--- config.mk ---
export PLATFORM = sky130hd
export DESIGN_NAME = storeAlign
export DESIGN_NICKNAME = d
export VERILOG_FILES = /design/src/logic/memAccessPkg.sv /design/src/logic/storeAlign.sv
export SDC_FILE = /design/constraint.sdc
export NUM_CORES = 1
export LEC_CHECK = 0
export ABC_AREA = 1
export BUFFER_PORTS_ARGS = -buffer_cell sky130_fd_sc_hd__clkbuf_2
export CAP_MARGIN = 40
export CORE_MARGIN = 8
export CORE_UTILIZATION = 30
export DETAILED_ROUTE_END_ITERATION = 8
export PLACE_DENSITY = 0.84
export SYNTH_ARGS = -nofsm -noshare
export SYNTH_HDL_FRONTEND = slang
export SYNTH_SLANG_ARGS = --single-unit
--- constraint.sdc ---
create_clock -name vclk -period 3.6
set_clock_uncertainty 0.1 [all_clocks]
set_input_delay 0.9 -clock vclk [all_inputs]
set_output_delay 0.9 -clock vclk [all_outputs]
set_load 0.01 [all_outputs]
--- src/logic/memAccessPkg.sv ---
package memAccessPkg;

    localparam int AddrWidth  = 32;
    localparam int DataWidth  = 32;
    localparam int OffsetBits = 2;
    localparam int ByteLanes  = DataWidth / 8;

    localparam logic [ByteLanes-1:0] AllLanes = '1;  // loads and full-word stores

    typedef enum logic [2:0] {
        loadByte,
        loadHalf,
        loadWord,
        loadByteU,
        loadHalfU,
        storeByte,
        storeHalf,
        storeWord
    } memOpT;

    function automatic logic isStore(input memOpT op);
        return op inside {storeByte, storeHalf, storeWord};
    endfunction

    // overlay the enabled byte lanes of newWord onto oldWord
    function automatic logic [DataWidth-1:0] mergeLanes(input logic [DataWidth-1:0] oldWord,
                                                        input logic [DataWidth-1:0] newWord,
                                                        input logic [ByteLanes-1:0] byteEn);
        logic [DataWidth-1:0] merged;
        merged = oldWord;
        for (int i = 0; i < ByteLanes; i++) begin
            if (byteEn[i]) begin
                merged[8*i +: 8] = newWord[8*i +: 8];
            end
        end
        return merged;
    endfunction

endpackage

--- src/logic/storeAlign.sv ---
module storeAlign (
    input  logic                                 reqValid,
    input  memAccessPkg::memOpT                  reqOp,
    input  logic [memAccessPkg::AddrWidth-1:0]   reqAddr,
    input  logic [memAccessPkg::DataWidth-1:0]   reqWriteData,
    output logic                                 alignValid,
    output memAccessPkg::memOpT                  alignOp,
    output logic [memAccessPkg::AddrWidth-1:0]   alignAddr,
    output logic [memAccessPkg::DataWidth-1:0]   alignWriteData,
    output logic [memAccessPkg::ByteLanes-1:0]   alignByteEn,
    output logic                                 alignMisaligned
);
    import memAccessPkg::*;

    logic [OffsetBits-1:0] offset;
    logic [ByteLanes-1:0]  storeMask;

    assign offset = reqAddr[OffsetBits-1:0];

    always_comb begin
        alignMisaligned = 1'b0;
        alignWriteData  = reqWriteData;
        storeMask       = AllLanes;
        case (reqOp)
            loadHalf, loadHalfU: begin
                alignMisaligned = offset[0];
            end
            loadWord, storeWord: begin
                alignMisaligned = |offset;
            end
            storeByte: begin
                alignWriteData = {ByteLanes{reqWriteData[7:0]}};  // byte copied to every lane
                storeMask      = ByteLanes'(1) << offset;
            end
            storeHalf: begin
                alignMisaligned = offset[0];
                alignWriteData  = {2{reqWriteData[15:0]}};
                storeMask       = offset[1] ? 4'b1100 : 4'b0011;
            end
            default: begin
                alignMisaligned = 1'b0;  // byte loads are always aligned
            end
        endcase
    end

    assign alignByteEn = isStore(reqOp) ? storeMask : AllLanes;

    assign alignValid = reqValid;
    assign alignOp    = reqOp;
    assign alignAddr  = reqAddr;

endmodule

# [Yosys cells after proc, flatten, opt, wreduce, memory -nomap -nowiden]
# Cells that the tools add are included.
[totals] reg_bits=0 in_bits=68 n_memories=0 latch_bits=0 ramBits=0 rom_bits=0
[op_classes] muxes=5 div_mod_pow=0 reduce_logical=4 n_eq_ne=6 n_mul=0 shift=1 magnitude_cmp=0 n_addsub=0 bitwise=0
[ops] cell="$pmux 32 s2" n=1
[ops] cell="$eq 3x3->1 const B" n=4
[ops] cell="$mux 4" n=2
[ops] cell="$pmux 4 s2" n=1
[ops] cell="$reduce_or 2->1" n=2
[ops] cell="$shl 1x2->4 const A" n=1
[ops] cell="$eq 3x1->1 const B" n=1
[ops] cell="$eq 3x2->1 const B" n=1
[ops] cell="$reduce_bool 3->1" n=1
[ops] cell="$reduce_or 3->1" n=1
[ops] cell="$pmux 1 s2" n=1

# [Logic depth before layout (Yosys ltp)]
[logic_depth] word_depth=3 ltp_mapped=7 ltp_nobuf=6

# [Worst setup path before layout]
# No wires, ideal clock.
[synth_path] path_type="input port to output port" startpoint="input reqOp[2]" endpoint="output alignWriteData[16] (netlist name)" arrival_ns=1.546 n_path_buf=2 setup_slack_ns=1.054 stages=5 cell_sequence="buf_4 nand3_4 buf_2 nand3_1 nand2_1"
[synth_between] elab_chain_len=2
[synth_lines] element="start, declared" line_no="storeAlign.sv:3" source="input memAccessPkg::memOpT reqOp,"
[synth_lines] element="$eq 3x3->1" line_no="storeAlign.sv:24" source="case (reqOp)"
[synth_lines] element="$pmux 32 s2 (*)" line_no="storeAlign.sv:24"
[synth_lines] element="end, declared" line_no="storeAlign.sv:9" source="output logic [memAccessPkg::DataWidth-1:0] alignWriteData,"
# Every way passes the cells marked *; elsewhere a longest branch is shown, timed or not.

# [Worst setup path after layout]
[layout_path] startpoint="input reqOp[1]" endpoint="output alignWriteData[19] (netlist name)"
# Same word-level chain as after synthesis.

==> impl_metrics.yaml <==
placement:
  dp_hpwl_um: 2590
  portBuffers: 79
  dp.cells: 230
  dp_worst_setup_slack_ns: 0.413
  place_area_um2: 972
  place_congestion: 0.775
cells_and_area:
  seq_cells: 0
  fin_nets: 267
  final_common_cell: "clkbuf_2"
  final_cell_count_no_fill: 230
  clockBufferCount: 0
  final_cell_mix: "clkbuf_2, nand2_1, nand3_1"
  nFillCells: 349
  area_growth_pct: 7.17
  num_antenna_cells: 0
  drive_gt1_share_pct: 43.7
  seq_area_um2: 0
  final_cell_area_um2: 972
synthesis:
  yosysUniqueCellTypes: 12
  yosys_warnings: 0
  syn-num-nets: 236
  synthCells: 168
  netlist_area_um2: 907
  seq_area_frac_synth_pct: 0
  synth_area_per_cell_um2: 5.40
pwr:
  vdd_drop_max_mv: 0.0382
  pwr-share-seq_pct: 0
  p_leak_nw: 0.686
  finalPower_mw: 0.140
  p_clk_share_pct: 0
  intPower_mw: 0.0572
  p_switching_mw: 0.0824
  switching_share_pct: 59.0
  combPwrFrac_pct: 100.0
  power.density_mw_per_mm2: 144
setup_path:
  cp_slowest_cell: "nand2_2"
  critPathBufInv: 3
  cp-start-kind: "input port"
  cp_top_family: "simple AND/OR/NAND/NOR gates"
  cp.arrival_ns: 2.19
  critical_path_class: "in -> out"
  required_ns: 2.60
  worstPathCellList: "clkbuf_2 > inv_2 > nand3_2 > nand2_2 > nand2_1 > nand2_1 > clkbuf_2"
  critical_path_peak_fanout: 16
  cpPeakStageDelay_ns: 0.31
  end_kind: "primary output"
sta:
  setup_ws_ns: 0.411
  finalCriticalPeriod_ns: 3.19
  hold_violations: 0
  maxSlewViolCount: 0
  relSlewSlack_pct: 78.0
  tightest_slew_ns: 0.329
  grt_setup_unrepaired: "false"
  min_period_over_period_pct: 88.6
  clock.fmax_mhz: 314
  finalSetupViolations: 0
  setup_tns_ns: 0
global_routing:
  gr-total-overflow: 0
  grt_pass1_vias: 1070
  antenna_found_initial: 0
  grt_max_degree: 20
  grtUsageTotal_pct: 11.4
  grt_pass1_wl_um: 4970
cts:
  cts_setup_buffers: 0
  ctsResizeCount: 0
  cts_hold_buf: 0
drt:
  via_per_inst: 4.61
  routed_wl_um: 3010
  detail-route-antenna-nets: 0
  drc: 0
  routedWlPerCell_um: 13.1
  vias: 1061
  dr.pass1.iters: 4
  dr.first_iter.drc_count: 38
floorplan:
  die_area_mm2: 0.00504
  rows: 20
  core_area_mm2: 0.00295
  start_util_pct: 30.7
  die_w_um: 71.0
  io_pins: 141
  fp.dieH_um: 71.0
run_status:
  status: "completed"
worst_hold_path:
  hold_path_class: "in -> out"
run:
  drv_cap: 0
## power groups by stage
stage	clock [mW]	combinational [mW]	sequential (mW)
after global routing	0	0.158	0
after CTS	0	0.142	0
after detailed placement	0	0.142	0
after floorplan	0	0.121	0
final	0	0.140	0
after global placement	0	0.141	0
## synthesized netlist by cell type
master    n  area share [%]
nand2_1  65              27
buf_4    48              40
nand3_1  17             9.4
nand4_1  16              11
inv_1    12             5.0
buf_2     3             1.7
inv_2     2            0.83
buf_6     1             1.2
nand2_2   1            0.69
nand3_2   1             1.1
nand3_4   1             1.9
o21ai_0   1            0.55
## final cells by class
class                           count  area [um2]  area share, %
Inverter                           14        52.6           5.41
Timing Repair Buffer               81         410           42.2
Tap cell                           33        41.3           4.25
Multi-Input combinational cell    102         468           48.1
## kinds of logic after synthesis
group	after synthesis	synth area share (%)
AND/OR/NAND/NOR	101	51.0
buffers and inverters	66	48.4
AO/OA/AOI/OAI	1	0.551
## routing by layer
layer | GRT usage (%) | wire length, um | up-vias
met4 | 4.39 | 112 | 0
li1 | - | - | 556
met2 | 20.2 | 1330 | 56
met5 | 0 | 0 | -
met3 | 3.39 | 316 | 18
met1 | 12.5 | 1250 | 431
## final timing paths
kind / startpoint / to / slack (ns) / depth (start not counted)
hold / removal: reqAddr[13] / alignAddr[13] / 1.70 / 0
setup / recovery: reqOp[1] / alignWriteData[19] / 0.41 / 7
## through the flow
step / hold slack (ns) / utilization, %
5_1_grt: 1.70 / 32.9
4_1_cts: 1.70 / 32.9
6_report: 1.70 / 32.9
3_3_place_gp: 1.70 / 32.9
2_1_floorplan: 1.79 / -
3_5_place_dp: 1.70 / 32.9
No activity file was read; power rests on OpenSTA's default activity.
