[src/logic/memAccessPkg.sv]
package memAccessPkg;

    localparam int AddrWidth  = 32;
    localparam int DataWidth  = 32;
    localparam int OffsetBits = 2;
    localparam int ByteLanes  = DataWidth / 8;

    localparam logic [ByteLanes-1:0] AllLanes = '1;  // loads and full-word stores

    typedef enum logic [2:0] {
        loadByte,
        loadHalf,
        loadWord,
        loadByteU,
        loadHalfU,
        storeByte,
        storeHalf,
        storeWord
    } memOpT;

    function automatic logic isStore(input memOpT op);
        return op inside {storeByte, storeHalf, storeWord};
    endfunction

    // overlay the enabled byte lanes of newWord onto oldWord
    function automatic logic [DataWidth-1:0] mergeLanes(input logic [DataWidth-1:0] oldWord,
                                                        input logic [DataWidth-1:0] newWord,
                                                        input logic [ByteLanes-1:0] byteEn);
        logic [DataWidth-1:0] merged;
        merged = oldWord;
        for (int i = 0; i < ByteLanes; i++) begin
            if (byteEn[i]) begin
                merged[8*i +: 8] = newWord[8*i +: 8];
            end
        end
        return merged;
    endfunction

endpackage

[src/logic/loadExtract.sv]
module loadExtract (
    input  logic                                 clk,
    input  logic                                 rstN,
    input  logic                                 wordValid,
    input  logic [memAccessPkg::DataWidth-1:0]   wordData,
    input  memAccessPkg::memOpT                  wordOp,
    input  logic [memAccessPkg::OffsetBits-1:0]  wordOffset,
    input  logic                                 wordError,
    output logic                                 respValid,
    output logic [memAccessPkg::DataWidth-1:0]   respData,
    output logic                                 respError
);
    import memAccessPkg::*;

    logic [7:0]           selByte;
    logic [15:0]          selHalf;
    logic [DataWidth-1:0] extData;

    assign selByte = wordData[{wordOffset, 3'b000} +: 8];
    assign selHalf = wordData[{wordOffset[1], 4'b0000} +: 16];  // offset already checked even

    always_comb begin
        case (wordOp)
            loadByte:  extData = {{(DataWidth-8){selByte[7]}}, selByte};
            loadByteU: extData = {{(DataWidth-8){1'b0}}, selByte};
            loadHalf:  extData = {{(DataWidth-16){selHalf[15]}}, selHalf};
            loadHalfU: extData = {{(DataWidth-16){1'b0}}, selHalf};
            loadWord:  extData = wordData;
            default:   extData = '0;  // stores
        endcase
        if (wordError) begin
            extData = '0;
        end
    end

    always_ff @(posedge clk or negedge rstN) begin
        if (!rstN) begin
            respValid <= 1'b0;
            respError <= 1'b0;
        end else begin
            respValid <= wordValid;
            respError <= wordValid && wordError;
        end
    end

    always_ff @(posedge clk) begin
        if (wordValid) begin
            respData <= extData;
        end
    end

endmodule

[config.mk]
export PLATFORM = sky130hd
export DESIGN_NAME = loadExtract
export DESIGN_NICKNAME = d
export VERILOG_FILES = /design/src/logic/memAccessPkg.sv /design/src/logic/loadExtract.sv
export SDC_FILE = /design/constraint.sdc
export NUM_CORES = 1
export LEC_CHECK = 0
export BUFFER_PORTS_ARGS = -buffer_cell sky130_fd_sc_hd__buf_2
export CAP_MARGIN = 15
export CORE_MARGIN = 3
export CORE_UTILIZATION = 40
export CTS_CLUSTER_DIAMETER = 30
export DETAILED_ROUTE_END_ITERATION = 12
export HOLD_SLACK_MARGIN = 0.15
export PLACE_DENSITY_LB_ADDON = 0.08
export SLEW_MARGIN = 20
export SYNTH_ARGS = -nofsm -noshare
export SYNTH_HDL_FRONTEND = slang
export SYNTH_SLANG_ARGS = --single-unit
[constraint.sdc]
create_clock -name clk -period 0.8 [get_ports clk]
set_input_delay 0.08 -clock clk [delete_from_list [all_inputs] [get_ports clk]]
set_output_delay 0.08 -clock clk [all_outputs]
set_load 0.02 [all_outputs]
# Yosys cells after proc, flatten, opt, wreduce, memory -nomap -nowiden
# Cells that the tools add are included.
# totals
input_bits,41
reg_bits,34
# op_classes
n_reduce_logical,2
muxes,1
shift,2
n_eq_ne,4
# op_table
cell,n
32-bit case mux with 5 select lines,1
32-bit by 6-bit indexed part select with 16-bit output,1
32-bit by 6-bit indexed part select with 8-bit output,1
3-bit by 2-bit equality test with 1-bit output (second input constant),2
3-bit by 1-bit equality test with 1-bit output (second input constant),1
3-bit equality test (second input constant),1
3-bit zero test,1
1-bit logical AND,1

# Longest topological paths before layout
# logic_depth
word_depth,2
ltp_mapped,7
ltp_nobuf,4

# Least setup slack after synthesis
# No wires, ideal clock.
# synth_path
kind,input port to flip-flop
startpoint,in wordOffset[1] (netlist name)
endpoint,"reg respData[27] (netlist name), data pin"
t_arrival_ps,1216
setup_ps,270
stages,6
n_path_buf,2
slack_ps,-686
path_cell_list,buf_6 > mux4_2 > nand3b_4 > o31a_4 > buf_8 > a21oi_1
# synth_via
elab_chain_len,2
# synth_lines
item,line,source
"start, declared",loadExtract.sv:7,"input logic [memAccessPkg::OffsetBits-1:0] wordOffset,"
32-bit by 6-bit indexed part select with 16-bit output or 32-bit by 6-bit indexed part select with 8-bit output (tied branches),"loadExtract.sv:20, loadExtract.sv:19",
32-bit case mux with 5 select lines (*),loadExtract.sv:23,case (wordOp)
"end signal, assigned",loadExtract.sv:48,respData <= extData;
"end, declared",loadExtract.sv:10,"output logic [memAccessPkg::DataWidth-1:0] respData,"
# Mark *: on every way between the ends. The rest lies on a longest branch, timed or not.
# A chain may end at the register's enable or synchronous reset.

# Worst setup path after layout
# layout_path
startpoint,in wordOffset[1] (netlist name)
endpoint,"reg respData[25] (netlist name), data pin"
# The elaborated chain is that of the path after synthesis.

==> results.json <==
{
  "setup.worst_path.end_class": "flip-flop",
  "yosysSeqAreaShare_pct": 55.27,
  "p_seq_share_pct": 43.4,
  "grt_max_degree": 24,
  "worst_hold_path_type": "in2reg",
  "p_switching_mw": 1.299,
  "wl_mm": 5.590,
  "ys_warn_count": 0,
  "multi_input_area_sq_um": 859.6,
  "vdd_drop_max_v": 0.001167,
  "route.detailed.drc": 0,
  "die_w_um": 73.63,
  "clock-sinks": 34,
  "vias_per_cell": 5.538,
  "finalNonFillerCells": 316,
  "fmax_ghz": 0.9154,
  "grt_util_all_layers_pct": 21.29,
  "fill_cells": 328,
  "rsz0062_at_grt": "yes",
  "switching_share_pct": 26.35,
  "final_common_cell": "buf_2",
  "final_core_util_pct": 70.52,
  "internal_power_mw": 3.632,
  "startpoint_type": "primary input",
  "core_region_area_sq_um": 4202,
  "ys_ff_latch": 34,
  "syn_nets": 198,
  "finalWorstSetupSlack_ps": -292.4,
  "power.density_nw_per_um2": 1664,
  "synthDistinctLibCells": 32,
  "setup_viol": 66,
  "leakage_nw": 1.200,
  "cpMaxStageDelayCell": "mux4_2",
  "port_buffers": 74,
  "io_pins": 75,
  "drv_cap": 0,
  "grt_pass1_vias": 1808,
  "fp-row-count": 23,
  "fp.dieArea_sq_um": 5421,
  "syn_area_sq_um": 1829,
  "dp.final_hpwl_mm": 3.847,
  "wl_per_cell_um": 17.69,
  "start_util_pct": 43.54,
  "status": "finished, violations left",
  "numCtsBuffers": 5,
  "power.share.combinational_pct": 25.0,
  "dp.cells": 301,
  "clockBufferDepth": 2,
  "async_flop_share_pct": 5.882,
  "violations": "setup timing",
  "synthCells": 157,
  "final_cell_mix": "44 x buf_2, 32 x buf_6, 32 x edfxtp_1",
  "finalHoldViolCount": 0,
  "worstMarginPinSlew_ps": 433.6,
  "final-seq-area_sq_um": 1011,
  "cts_tree": "yes",
  "worstPathMaxFanout": 8,
  "gr-total-overflow": 0,
  "grt_pass1_wl_mm": 8.721,
  "cts-root-buf": "clkbuf_8",
  "die_height_um": 73.63,
  "holdWs_ps": 157.8,
  "clkTransAtPathRegs_ps": 60,
  "syn_area_per_cell_sq_um": 11.65,
  "syn_to_final_growth_pct": 61.97,
  "synth_edf_count": 32,
  "drt_first_pass_iters": 5,
  "insertedDiodeCount": 0,
  "antenna_found_initial": 0,
  "synth-main-ff-cell": "edfxtp_1",
  "pre_cts_ws_ps": -677.3,
  "cp_cell_sequence": "buf_12 -> mux4_2 -> nand3b_4 -> o31a_4 -> a21oi_2",
  "p_clk_share_pct": 31.6,
  "critPathKind": "in2reg",
  "gp_routability_congestion": 0.9097,
  "finalCriticalPeriod_ps": 1092,
  "nNetsFinal": 306,
  "htreeDepth": 2,
  "fin_crit_sh_pct": 136.6,
  "slew_viol_final": 0,
  "slowest_delay_ps": 530,
  "drive_above_1_share_pct": 58.65,
  "critical_path_required_ps": 840,
  "critPathArrivalTime_ps": 1130,
  "vias": 1750,
  "drt_iter0_markers": 129,
  "timing.slew.headroom_pct": 71.06,
  "ant_nets": 0
}
[sequential cells by signal, summed over array words and instances (netlist names)]
register / cells
respError: 1
respData: 32
respValid: 1
[stage by stage]
step	cell area, sq um	total power, mW	setup TNS, ps
floorplan	1854	2.686	-16110
global route	2963	5.104	-12970
global placement	2454	3.116	-18970
CTS	2825	4.826	-11140
finish	2963	4.931	-11260
detailed placement	2454	3.133	-19370
[final timing paths]
path | startpoint | to | slack [ps] | depth (start not counted)
min in group asynchronous | rstN | respError$_DFF_PN0_ | 660 | 3
max | wordOffset[1] | respData[25]$_SDFFCE_PP0P_ | -290 | 5
min | wordValid | respValid$_DFF_PN0_ | 160 | 2
max in group asynchronous | rstN | respValid$_DFF_PN0_ | 50 | 3
[cells in the mapped netlist, types with 2 or more instances]
cell type,instances,share of area [%]
nand2b_1,2,0.68
dfrtp_1,2,2.7
clkbuf_1,6,1.2
buf_2,5,1.4
a21oi_1,30,8.2
o21ai_0,2,0.55
nor2b_1,3,1.0
edfxtp_1,32,53
mux2_2,14,8.6
a22oi_1,9,3.7
a32oi_1,6,2.9
a211oi_1,2,0.82
nand2_1,23,4.7
nor2_1,3,0.62
[logic make-up (layout without fill, tap and decap cells)]
| family | Yosys count | count (layout) | share of synthesized area (%) |
|---|---|---|---|
| AOI/OAI and AO/OA | 54 | 55 | 18.81 |
| and+or+nand+nor | 39 | 39 | 11.01 |
| DFF | 34 | 34 | 55.27 |
| muxes | 16 | 16 | 10.40 |
| buffers and inverters | 13 | 121 | 4.035 |
| xor gates and xnor gates | 1 | 1 | 0.4789 |
[final cells by class]
class | count | share of cell area (%)
sequential | 34 | 34.12
clock inverter | 1 | 1.014
multi-input combinational | 111 | 29.01
timing repair buffer | 113 | 31.17
clock buffer | 7 | 2.576
tap | 50 | 2.111
[timing repair]
item,4_1_cts,5_1_grt
setup buffers,1,1
gates resized for setup,52,37
hold buffers,3,1
endpoints found under the hold margin,3,2
pin swaps,5,7
cloned,2,0
setup endpoints to repair,66,68
[power by group through the flow]
stage               Clock [mW]  Combinational (mW)  Sequential [mW]
CTS                       1.57                1.14             2.12
detailed placement           0               0.978             2.15
global route              1.64                1.32             2.15
global placement             0               0.968             2.15
floorplan                    0               0.357             2.33
finish                    1.56                1.23             2.14
[critical path, delay by kind of cell]
family	cells	cell delay [ps]
mux	1	530
compound gates	2	310
simple gates	1	120
buf+inv	1	80
[layer usage]
metal	part of all wire (%)	track usage [%]	up-vias
li1	-	-	825
met1	42	28.51	832
met2	48	32.68	83
met3	8.4	6.293	10
met4	1.4	7.646	0
met5	0	0	-
Power figures use the tool's default switching activity.
