===== src/logic/memAccessPkg.sv =====
package memAccessPkg;

    localparam int AddrWidth  = 32;
    localparam int DataWidth  = 32;
    localparam int OffsetBits = 2;
    localparam int ByteLanes  = DataWidth / 8;

    localparam logic [ByteLanes-1:0] AllLanes = '1;  // loads and full-word stores

    typedef enum logic [2:0] {
        loadByte,
        loadHalf,
        loadWord,
        loadByteU,
        loadHalfU,
        storeByte,
        storeHalf,
        storeWord
    } memOpT;

    function automatic logic isStore(input memOpT op);
        return op inside {storeByte, storeHalf, storeWord};
    endfunction

    // overlay the enabled byte lanes of newWord onto oldWord
    function automatic logic [DataWidth-1:0] mergeLanes(input logic [DataWidth-1:0] oldWord,
                                                        input logic [DataWidth-1:0] newWord,
                                                        input logic [ByteLanes-1:0] byteEn);
        logic [DataWidth-1:0] merged;
        merged = oldWord;
        for (int i = 0; i < ByteLanes; i++) begin
            if (byteEn[i]) begin
                merged[8*i +: 8] = newWord[8*i +: 8];
            end
        end
        return merged;
    endfunction

endpackage


===== src/logic/dataCache.sv =====
module dataCache #(
    parameter int IndexBits = 4
) (
    input  logic                                                     clk,
    input  logic                                                     rstN,
    input  logic                                                     alignValid,
    input  memAccessPkg::memOpT                                      alignOp,
    input  logic [memAccessPkg::AddrWidth-1:0]                       alignAddr,
    input  logic [memAccessPkg::DataWidth-1:0]                       alignWriteData,
    input  logic [memAccessPkg::ByteLanes-1:0]                       alignByteEn,
    input  logic                                                     alignMisaligned,
    output logic                                                     memReq,
    output logic                                                     memWrite,
    output logic [memAccessPkg::AddrWidth-memAccessPkg::OffsetBits-1:0] memWordAddr,
    output logic [memAccessPkg::DataWidth-1:0]                       memWriteData,
    output logic [memAccessPkg::ByteLanes-1:0]                       memByteEn,
    input  logic                                                     memDone,
    input  logic [memAccessPkg::DataWidth-1:0]                       memReadData,
    output logic                                                     wordValid,
    output logic [memAccessPkg::DataWidth-1:0]                       wordData,
    output memAccessPkg::memOpT                                      wordOp,
    output logic [memAccessPkg::OffsetBits-1:0]                      wordOffset,
    output logic                                                     wordError
);
    import memAccessPkg::*;

    localparam int Lines   = 1 << IndexBits;
    localparam int TagBits = AddrWidth - IndexBits - OffsetBits;

    typedef enum logic [1:0] {idle, lookup, waitMem, respond} stateT;

    stateT                state;
    logic [Lines-1:0]     validBits;
    logic [TagBits-1:0]   tagArray [Lines];
    logic [DataWidth-1:0] dataArray [Lines];

    logic [IndexBits-1:0] inIndex;
    logic [TagBits-1:0]   inTag;
    logic                 inHit;

    memOpT                opReg;
    logic [AddrWidth-1:0] addrReg;
    logic [DataWidth-1:0] dataReg;
    logic [ByteLanes-1:0] byteEnReg;
    logic                 misReg;
    logic                 hitReg;
    logic [DataWidth-1:0] lineWord;  // cached word on lookup, fill word after memDone

    logic [IndexBits-1:0] regIndex;
    logic [TagBits-1:0]   regTag;
    logic                 storeReg;
    logic                 fastDone;
    logic                 fillDone;

    assign inIndex = alignAddr[OffsetBits +: IndexBits];
    assign inTag   = alignAddr[AddrWidth-1 -: TagBits];
    assign inHit   = validBits[inIndex] && (tagArray[inIndex] == inTag);

    assign regIndex = addrReg[OffsetBits +: IndexBits];
    assign regTag   = addrReg[AddrWidth-1 -: TagBits];
    assign storeReg = isStore(opReg);
    assign fastDone = misReg || (!storeReg && hitReg);  // no trip to memory
    assign fillDone = (state == waitMem) && memDone && !storeReg;

    always_ff @(posedge clk or negedge rstN) begin
        if (!rstN) begin
            state <= idle;
        end else begin
            case (state)
                idle:    if (alignValid) state <= lookup;
                lookup:  state <= fastDone ? idle : waitMem;
                waitMem: if (memDone) state <= respond;
                respond: state <= idle;
                default: state <= idle;
            endcase
        end
    end

    always_ff @(posedge clk) begin
        if (state == idle && alignValid) begin
            opReg     <= alignOp;
            addrReg   <= alignAddr;
            dataReg   <= alignWriteData;
            byteEnReg <= alignByteEn;
            misReg    <= alignMisaligned;
            hitReg    <= inHit;
            lineWord  <= dataArray[inIndex];
        end else if (state == waitMem && memDone) begin
            lineWord <= memReadData;
        end
    end

    always_ff @(posedge clk or negedge rstN) begin
        if (!rstN) begin
            validBits <= '0;
        end else if (fillDone) begin
            validBits[regIndex] <= 1'b1;
        end
    end

    always_ff @(posedge clk) begin
        if (state == lookup && storeReg && hitReg && !misReg) begin
            dataArray[regIndex] <= mergeLanes(lineWord, dataReg, byteEnReg);  // write-through hit
        end else if (fillDone) begin
            tagArray[regIndex]  <= regTag;
            dataArray[regIndex] <= memReadData;
        end
    end

    assign memReq       = (state == lookup) && !fastDone;
    assign memWrite     = storeReg;
    assign memWordAddr  = addrReg[AddrWidth-1:OffsetBits];
    assign memWriteData = dataReg;
    assign memByteEn    = byteEnReg;

    assign wordValid  = ((state == lookup) && fastDone) || (state == respond);
    assign wordData   = lineWord;
    assign wordOp     = opReg;
    assign wordOffset = addrReg[OffsetBits-1:0];
    assign wordError  = misReg;

endmodule


===== config.mk =====
export PLATFORM = sky130hd
export DESIGN_NAME = dataCache
export DESIGN_NICKNAME = d
export VERILOG_FILES = /design/src/logic/memAccessPkg.sv /design/src/logic/dataCache.sv
export SDC_FILE = /design/constraint.sdc
export NUM_CORES = 1
export LEC_CHECK = 0
export ABC_CLOCK_PERIOD_IN_PS = 6100
export BUFFER_PORTS_ARGS = -buffer_cell sky130_fd_sc_hd__buf_4
export CAP_MARGIN = 20
export CORE_ASPECT_RATIO = 1.75
export CORE_MARGIN = 2
export CORE_UTILIZATION = 35
export CTS_CLUSTER_DIAMETER = 100
export CTS_CLUSTER_SIZE = 30
export DETAILED_ROUTE_END_ITERATION = 8
export PLACE_DENSITY = 0.5
export RECOVER_POWER = 100
export SYNTH_ARGS = -nofsm -noshare
export SYNTH_HDL_FRONTEND = slang
export SYNTH_SLANG_ARGS = --single-unit

===== constraint.sdc =====
create_clock -name clk -period 6.1 [get_ports clk]
set_clock_uncertainty 0.2 [all_clocks]
set_input_delay 1.22 -clock clk [delete_from_list [all_inputs] [get_ports clk]]
set_output_delay 1.22 -clock clk [all_outputs]
set_load 0.01 [all_outputs]

Yosys cells after proc, flatten, opt, wreduce, memory -nomap -nowiden
Memories as Yosys holds them, arrays and structs flattened.
Index checks and enable logic that the tools add are counted.
Storage, ports and cells
  register bits after elaboration: 123
  RAM bits: 928
  output and inout bits: 107
  logic and storage cells: 69
  memories: 2
Operators by class
  order comparisons: 3
  equal/unequal tests: 9
  mux-type cells: 24
  bitwise gates (word level): 2
  reductions and logical operators: 20
Memories
  dataArray: depth 16, width 32, read ports 1, clocked after Yosys merged registers in 0, write ports 1, line dataCache.sv:35  | logic [DataWidth-1:0] dataArray [Lines];
  tagArray: depth 16, width 26, read ports 1, clocked after Yosys merged registers in 0, write ports 1, line dataCache.sv:34  | logic [TagBits-1:0] tagArray [Lines];
Operator list (number)
  $mux 32: 3
  $mux 8: 8
  $eq 26x26->1: 1
  $or 16x16->16: 1
  $logic_and 1x1->1: 11
  $lt 4x5->1 const B: 2
  $eq 3x3->1 const B: 3
  $pmux 2 s4: 1
  $mux 1: 7
  $mux 2: 3
  $bmux 1 s4: 1
  $demux 1 s4: 1
  $eq 2x2->1 const B: 2
  $ge 4x1->1 const B: 1
  $ne 2x2->1 const B: 2
  $logic_not 1->1: 3
  $reduce_bool 3->1: 1
  $eq 2x1->1 const B: 1
  $logic_not 2->1: 1
  $logic_or 1x1->1: 2
  $reduce_and 2->1: 1
  $reduce_bool 2->1: 1
  $or 1x1->1: 1

Depth between registers and ports, before layout
Gate-level depths: netlist (run 1).
  word-level depth: 8
  depth in mapped cells: 12
  mapped depth without buffers: 7

Least setup slack after synthesis (run 1)
No wires, ideal clock.
  path type: in2reg
  start: input port alignValid
  end: register lineWord[22] (netlist: wordData[22]) (data pin)
  setup time: 0.266 ns
  data arrival time: 4.465 ns
  path slack: 1.169 ns
  cell stages on the path: 3
  cell sequence: nor3b_1 -> clkbuf_1 -> mux2_2
On the way
  word-level cells in the longest chain between the ends: 2
RTL lines
  start: declaration: line dataCache.sv:6  | input logic alignValid,
  $logic_and 1x1->1: line dataCache.sv:80  | if (state == idle && alignValid) begin
  $mux 32: line dataCache.sv:80
  end signal: assignment: line dataCache.sv:87  | lineWord <= dataArray[inIndex];
  end signal: assignment: line dataCache.sv:89  | lineWord <= memReadData;
  end: declaration: line dataCache.sv:47  | logic [DataWidth-1:0] lineWord;
Every way passes these cells.
A chain may end at the register's enable or synchronous reset.

Worst setup path after layout (run 1)
  start: input port alignAddr[3] (netlist name)
  end: register lineWord[16] (netlist: wordData[16]) (data pin)
On the way
  word-level cells in the longest chain between the ends: 2
RTL lines
  start: declaration: line dataCache.sv:8  | input logic [memAccessPkg::AddrWidth-1:0] alignAddr,
  $mem_v2 16x32
  $mux 32: line dataCache.sv:80
Every way passes these cells.

==> out/results.ini, run 1 <==
[yosys]
synth_top_area_cell=edfxtp_1
syn-num-nets=1930
synth-main-ff-cell=edfxtp_1
synth_cells=1822
yosysSeqAreaShare_pct=77.0
yosys_warnings=0
ys_async_sr_fraction_pct=1.71
syn_avg_cell_area_um2=22.4
syn-cell-area_um2=40900
synth_top_area_share_pct=75.9
synth-seq-cells=1051
synth-edff-count=1033
netlist_top_cells_area=edfxtp_1 76%, mux4_2 14%, mux2i_1 2.0%, dfrtp_1 1.1%, mux2_2 0.96%
synth_cell_types=56

[pwr]
pwr_density_cell_nw_per_um2=314
p_leak_nw=13.8
irDropWorstVdd_uv=252

[clock_tree]
clkSinkCount=1051
cts_resized=0
htreeDepth=2
cts_tree=yes
cts_buffers=41
clock_latency_ns=0.63
post_cts_buffers=0
clk_pin_slew_ns=0.12
root_buffer=clkbuf_16
holdBufCountCts=0
cts.path.max_buffers=3

[sta]
worst-slew-pin-transition_ns=2.97
slew_headroom_pct=-98.2
period_share_pct=84.1
period_needed_ns=5.13
rsz0062_at_grt=false
drv_slew=613
fin_ws_ns=0.971
fmax_mhz=195
finalHoldViolations=0
setup_viol=0
setup_tns_ns=0

[global_routing]
overflow=0
grt_pass1_wl_um=149000
grt_pass1_vias=20400
grt_max_degree=85
antenna_found_initial=9
grtUsageTotal_pct=17.2

[final_layout]
fill_cells=10600
area_growth_pct=10.2
final_nets=2185
final_common_cell=edfxtp_1
final_cell_area_um2=45100
drive_gt1_share_pct=22.7
layout_common_cells=1033 x edfxtp_1, 249 x mux4_2, 204 x clkbuf_1
final_cells=3601
utilization_pct=39.0

[setup_path]
critPathMaxFanout=80
rr_worst_depth=6
crit_buf_inv=2
rr_startpoint=wordOp[0]
timing.critical_path.required_ns=6.29
worstSetupStartpoint=alignAddr[3]
cpPeakStageDelay_ns=2.03
crit_cells=5
crit_type=input pin to flop
path_cells=buf_8 > clkbuf_1 > mux4_2 > mux4_2 > mux2_2
cp-start-kind=input pin
end_kind=flop
crit_top_cell=mux4_2
path_delay_family=buffers and inverters
cp_slowest_cell=clkbuf_1
cp.arrival_ns=5.32

[routing]
wire_per_inst_um=29.0
vias_per_cell=5.31
wl_um=104000
dr.pass1.iters=7
detail-route-antenna-nets=0
vias=19100
drtIter0Drc=1706
drc_errors=0

[outcome]
violations=capacitance limit, slew limit
status=finished with violations

[place]
portBuffers=214
dp_cells=3536
dp_hpwl_um=60800
dpl_worst_slack_ns=1.09
gp_congestion=0.761
dpl_cell_area_um2=44800

[floorplanning]
initial_core_util_pct=35.4
coreArea_um2=116000
dieHeight_um=456
num_io_pins=215
die_w_um=262
rows=165
dieArea_um2=120000

[min_path]
hold_depth=1
hold_path_class=flop to flop
min-delay-start=validBits[7]

[flow_run]
drv_cap=26

[report_power, final]
group / switching (W) / internal (W)
Combinational: 0.00111 / 0.000553
Sequential: 0.000270 / 0.00874
Clock: 0.00216 / 0.00129
Total: 0.00354 / 0.0106
[logic make-up after synthesis]
logic type      after synthesis  synth area share, %
buf+inv                     100                 1.29
flops                      1051                 77.0
xor+xnor                     34                0.729
mux                         377                 17.5
compound gates              110                 1.73
simple gates                150                 1.77
[through the flow]
stage / hold WS (ns) / power (W)
2_1_floorplan: 0.230 / 0.0100
3_3_place_gp: 0.243 / 0.0110
3_5_place_dp: 0.247 / 0.0111
4_1_cts: 0.211 / 0.0145
5_1_grt: 0.286 / 0.0147
6_report: 0.274 / 0.0141
[state kept, by name, indices dropped and copies added, names as in the netlist, named ones only]
signal / flops
addrReg: 32
state: 1
validBits: 16
wordOp: 3
memByteEn: 4
hitReg: 1
tagArray: 416
wordData: 32
wordError: 1
dataArray: 512
memWriteData: 32
[layout make-up]
type,instances,area [µm²],area share [%]
sequential,1051,31500,69.9
multi-input combinational,671,8960,19.9
tap,1503,1880,4.17
timing repair buffer,300,1540,3.42
clock buffer,57,1100,2.43
clock inverter,4,46.3,0.103
inverter,12,46.3,0.103
antenna,3,7.51,0.0167
[cell usage after synthesis (3+ instances only)]
cell,count
xnor2_1,21
mux2i_1,80
buf_4,10
buf_1,10
mux2_2,35
a31oi_1,7
buf_2,29
nor2b_1,10
mux4_1,13
inv_1,10
or2_2,20
nand2b_1,8
o22ai_1,7
a22oi_1,11
nor2_1,33
a21oi_1,9
nand4_1,3
buf_6,8
nand3_1,4
a221oi_1,3
o211ai_1,4
edfxtp_1,1033
clkbuf_1,30
nand2_1,47
dfrtp_1,18
o21ai_0,46
xor2_1,13
mux4_2,249
a211oi_1,5
nor3_1,13
[worst paths after layout]
check                             endpoint  slack, ns
setup / recovery              wordData[16]       0.97
hold / removal                validBits[7]       0.27
setup reg to reg           tagArray[3][20]       1.13
hold reg to reg               validBits[7]       0.27
max in group asynchronous     validBits[6]       4.40
min in group asynchronous         state[0]       0.60
[layer usage]
| layer | part of all wire (%) | global-route usage, % | vias up |
|---|---|---|---|
| met1 | 40 | 21.6 | 10300 |
| li1 | - | - | 8102 |
| met3 | 4.6 | 2.50 | 117 |
| met5 | 0.070 | 0 | - |
| met2 | 53 | 31.0 | 555 |
| met4 | 2.5 | 4.74 | 12 |
(Power assumes the default switching activity.)
==> inputs of run 2 (changes only) <==
Settings changed: ABC_CLOCK_PERIOD_IN_PS 6100 to 5360.
Clock period 6.1 ns to 5.36 ns, I/O delays scaled along.
==> out/results.ini, run 2 (same netlist as run 1, synthesis figures left out) <==
[setup_path]
crit_top_cell=clkbuf_1
crit_type=flop to flop
crit_buf_inv=2
path_delay_family=buffers and inverters
rr_worst_depth=6
end_kind=flop
cpPeakStageDelay_ns=2.00
r2r-end=tagArray[8][9]
r2r_slack_ns=0.65
critPathMaxFanout=26
rr_startpoint=wordOp[0]
cp.arrival_ns=4.69
cp-start-kind=flop
path_cells=o21ai_0 > clkbuf_1 > nand3_1 > or2_0 > nor3_1 > clkbuf_1
cp_slowest_cell=clkbuf_1
timing.critical_path.required_ns=5.34

[sta]
rsz0062_at_grt=false
finalHoldViolations=0
drv_slew=516
setup_tns_ns=0
period_needed_ns=4.71
worst-slew-pin-transition_ns=2.81
timing.hold.ws_ns=0.275
setup_viol=0
fmax_mhz=212
slew_headroom_pct=-87.6
period_share_pct=87.9

[min_path]
timing.hold.worst_endpoint=validBits[2]
hold_depth=1
min-delay-start=validBits[2]
hold_path_class=flop to flop

[outcome]
violations=capacitance limit, slew limit
status=finished with violations

[floorplanning]
initial_core_util_pct=35.4
die_w_um=262
dieArea_um2=120000
num_io_pins=215
dieHeight_um=456
rows=165
coreArea_um2=116000

[final_layout]
area_growth_pct=10.4
final_common_cell=edfxtp_1
fill_cells=10500
largest_reg_flops=512
largest-register=dataArray
final_cell_area_um2=45100
utilization_pct=39.0
top_regs=dataArray x512, tagArray x416
final_nets=2190
drive_gt1_share_pct=22.8
layout_common_cells=1033 x edfxtp_1, 249 x mux4_2, 196 x clkbuf_1

[clock_tree]
cts_tree=yes
cts_buffers=41
root_buffer=clkbuf_16
post_cts_buffers=0
clkSinkCount=1051
clock_latency_ns=0.63
cts.path.max_buffers=3
holdBufCountCts=0
clk_pin_slew_ns=0.11
htreeDepth=2
cts_resized=0

[routing]
vias_per_cell=5.30
detail-route-antenna-nets=0
drtIter0Drc=1476
wl_um=102000
vias=19100
wire_per_inst_um=28.5
drc_errors=0
dr.pass1.iters=5

[global_routing]
grtUsageTotal_pct=16.9
grt_max_degree=81
antenna_found_initial=5
overflow=0
grt_pass1_wl_um=147000
grt_use_met1_pct=20.7
met2_usage_pct=31.6
grt_pass1_vias=20300
grt.busiest_layer=met2
globalRouteMet3Util_pct=2.12

[place]
dp_hpwl_um=61200
portBuffers=214
gp_congestion=0.776
dpl_cell_area_um2=44900

[flow_run]
drv_cap=23

[pwr]
irDropWorstVdd_uv=258
pwr_density_cell_nw_per_um2=354
p_leak_nw=13.8
power_w=0.0160

-- run 2: worst max path at each step --
| stage | startpoint | endpoint | cells after the start |
|---|---|---|---|
| 2_1_floorplan | alignValid | wordData[22] | 3 |
| 3_3_place_gp | alignAddr[3] | hitReg | 8 |
| 3_5_place_dp | alignAddr[3] | hitReg | 8 |
| 4_1_cts | alignAddr[3] | hitReg | 8 |
| 5_1_grt | wordOp[0] | tagArray[4][9] | 6 |
| 6_report | wordOp[0] | tagArray[8][9] | 6 |
-- run 2: report_power, final --
| group | internal, W | total [W] | leakage [nW] | switching (W) |
|---|---|---|---|---|
| Clock | 0.00143 | 0.00384 | 0.535 | 0.00241 |
| Combinational | 0.000627 | 0.00186 | 3.73 | 0.00123 |
| Sequential | 0.00994 | 0.0102 | 9.58 | 0.000305 |
| Total | 0.0120 | 0.0160 | 13.8 | 0.00395 |
-- run 2: routing by layer --
layer / up-vias / routed length [µm]
met3: 86 / 4090
met4: 6 / 1730
met5: - / 44
li1: 8100 / -
met2: 515 / 56600
met1: 10400 / 40000
-- run 2: cell type report --
class                      instances  area [µm²]  share of cell area [%]
sequential                      1051       31500                    69.7
multi-input combinational        671        8970                    19.9
tap                             1503        1880                    4.17
timing repair buffer             305        1650                    3.66
clock buffer                      47        1050                    2.32
clock inverter                     6        53.8                   0.119
inverter                          12        46.3                   0.103
antenna                            1        2.50                 0.00555
-- run 2: worst register-to-register path, stage by stage (launching register included) --
cell	delay, ns
edfxtp_1	0.40
o21ai_0	0.18
clkbuf_1	0.40
nand3_1	0.36
or2_0	0.42
nor3_1	0.28
clkbuf_1	2.00
-- run 2: metrics by stage --
| stage | setup WS (ns) | std cells |
|---|---|---|
| after floorplan | 0.577 | 1822 |
| after global placement | 0.388 | 3536 |
| after detailed placement | 0.437 | 3541 |
| after CTS | 1.10 | 3594 |
| after global routing | 0.527 | 3596 |
| final | 0.651 | 3596 |
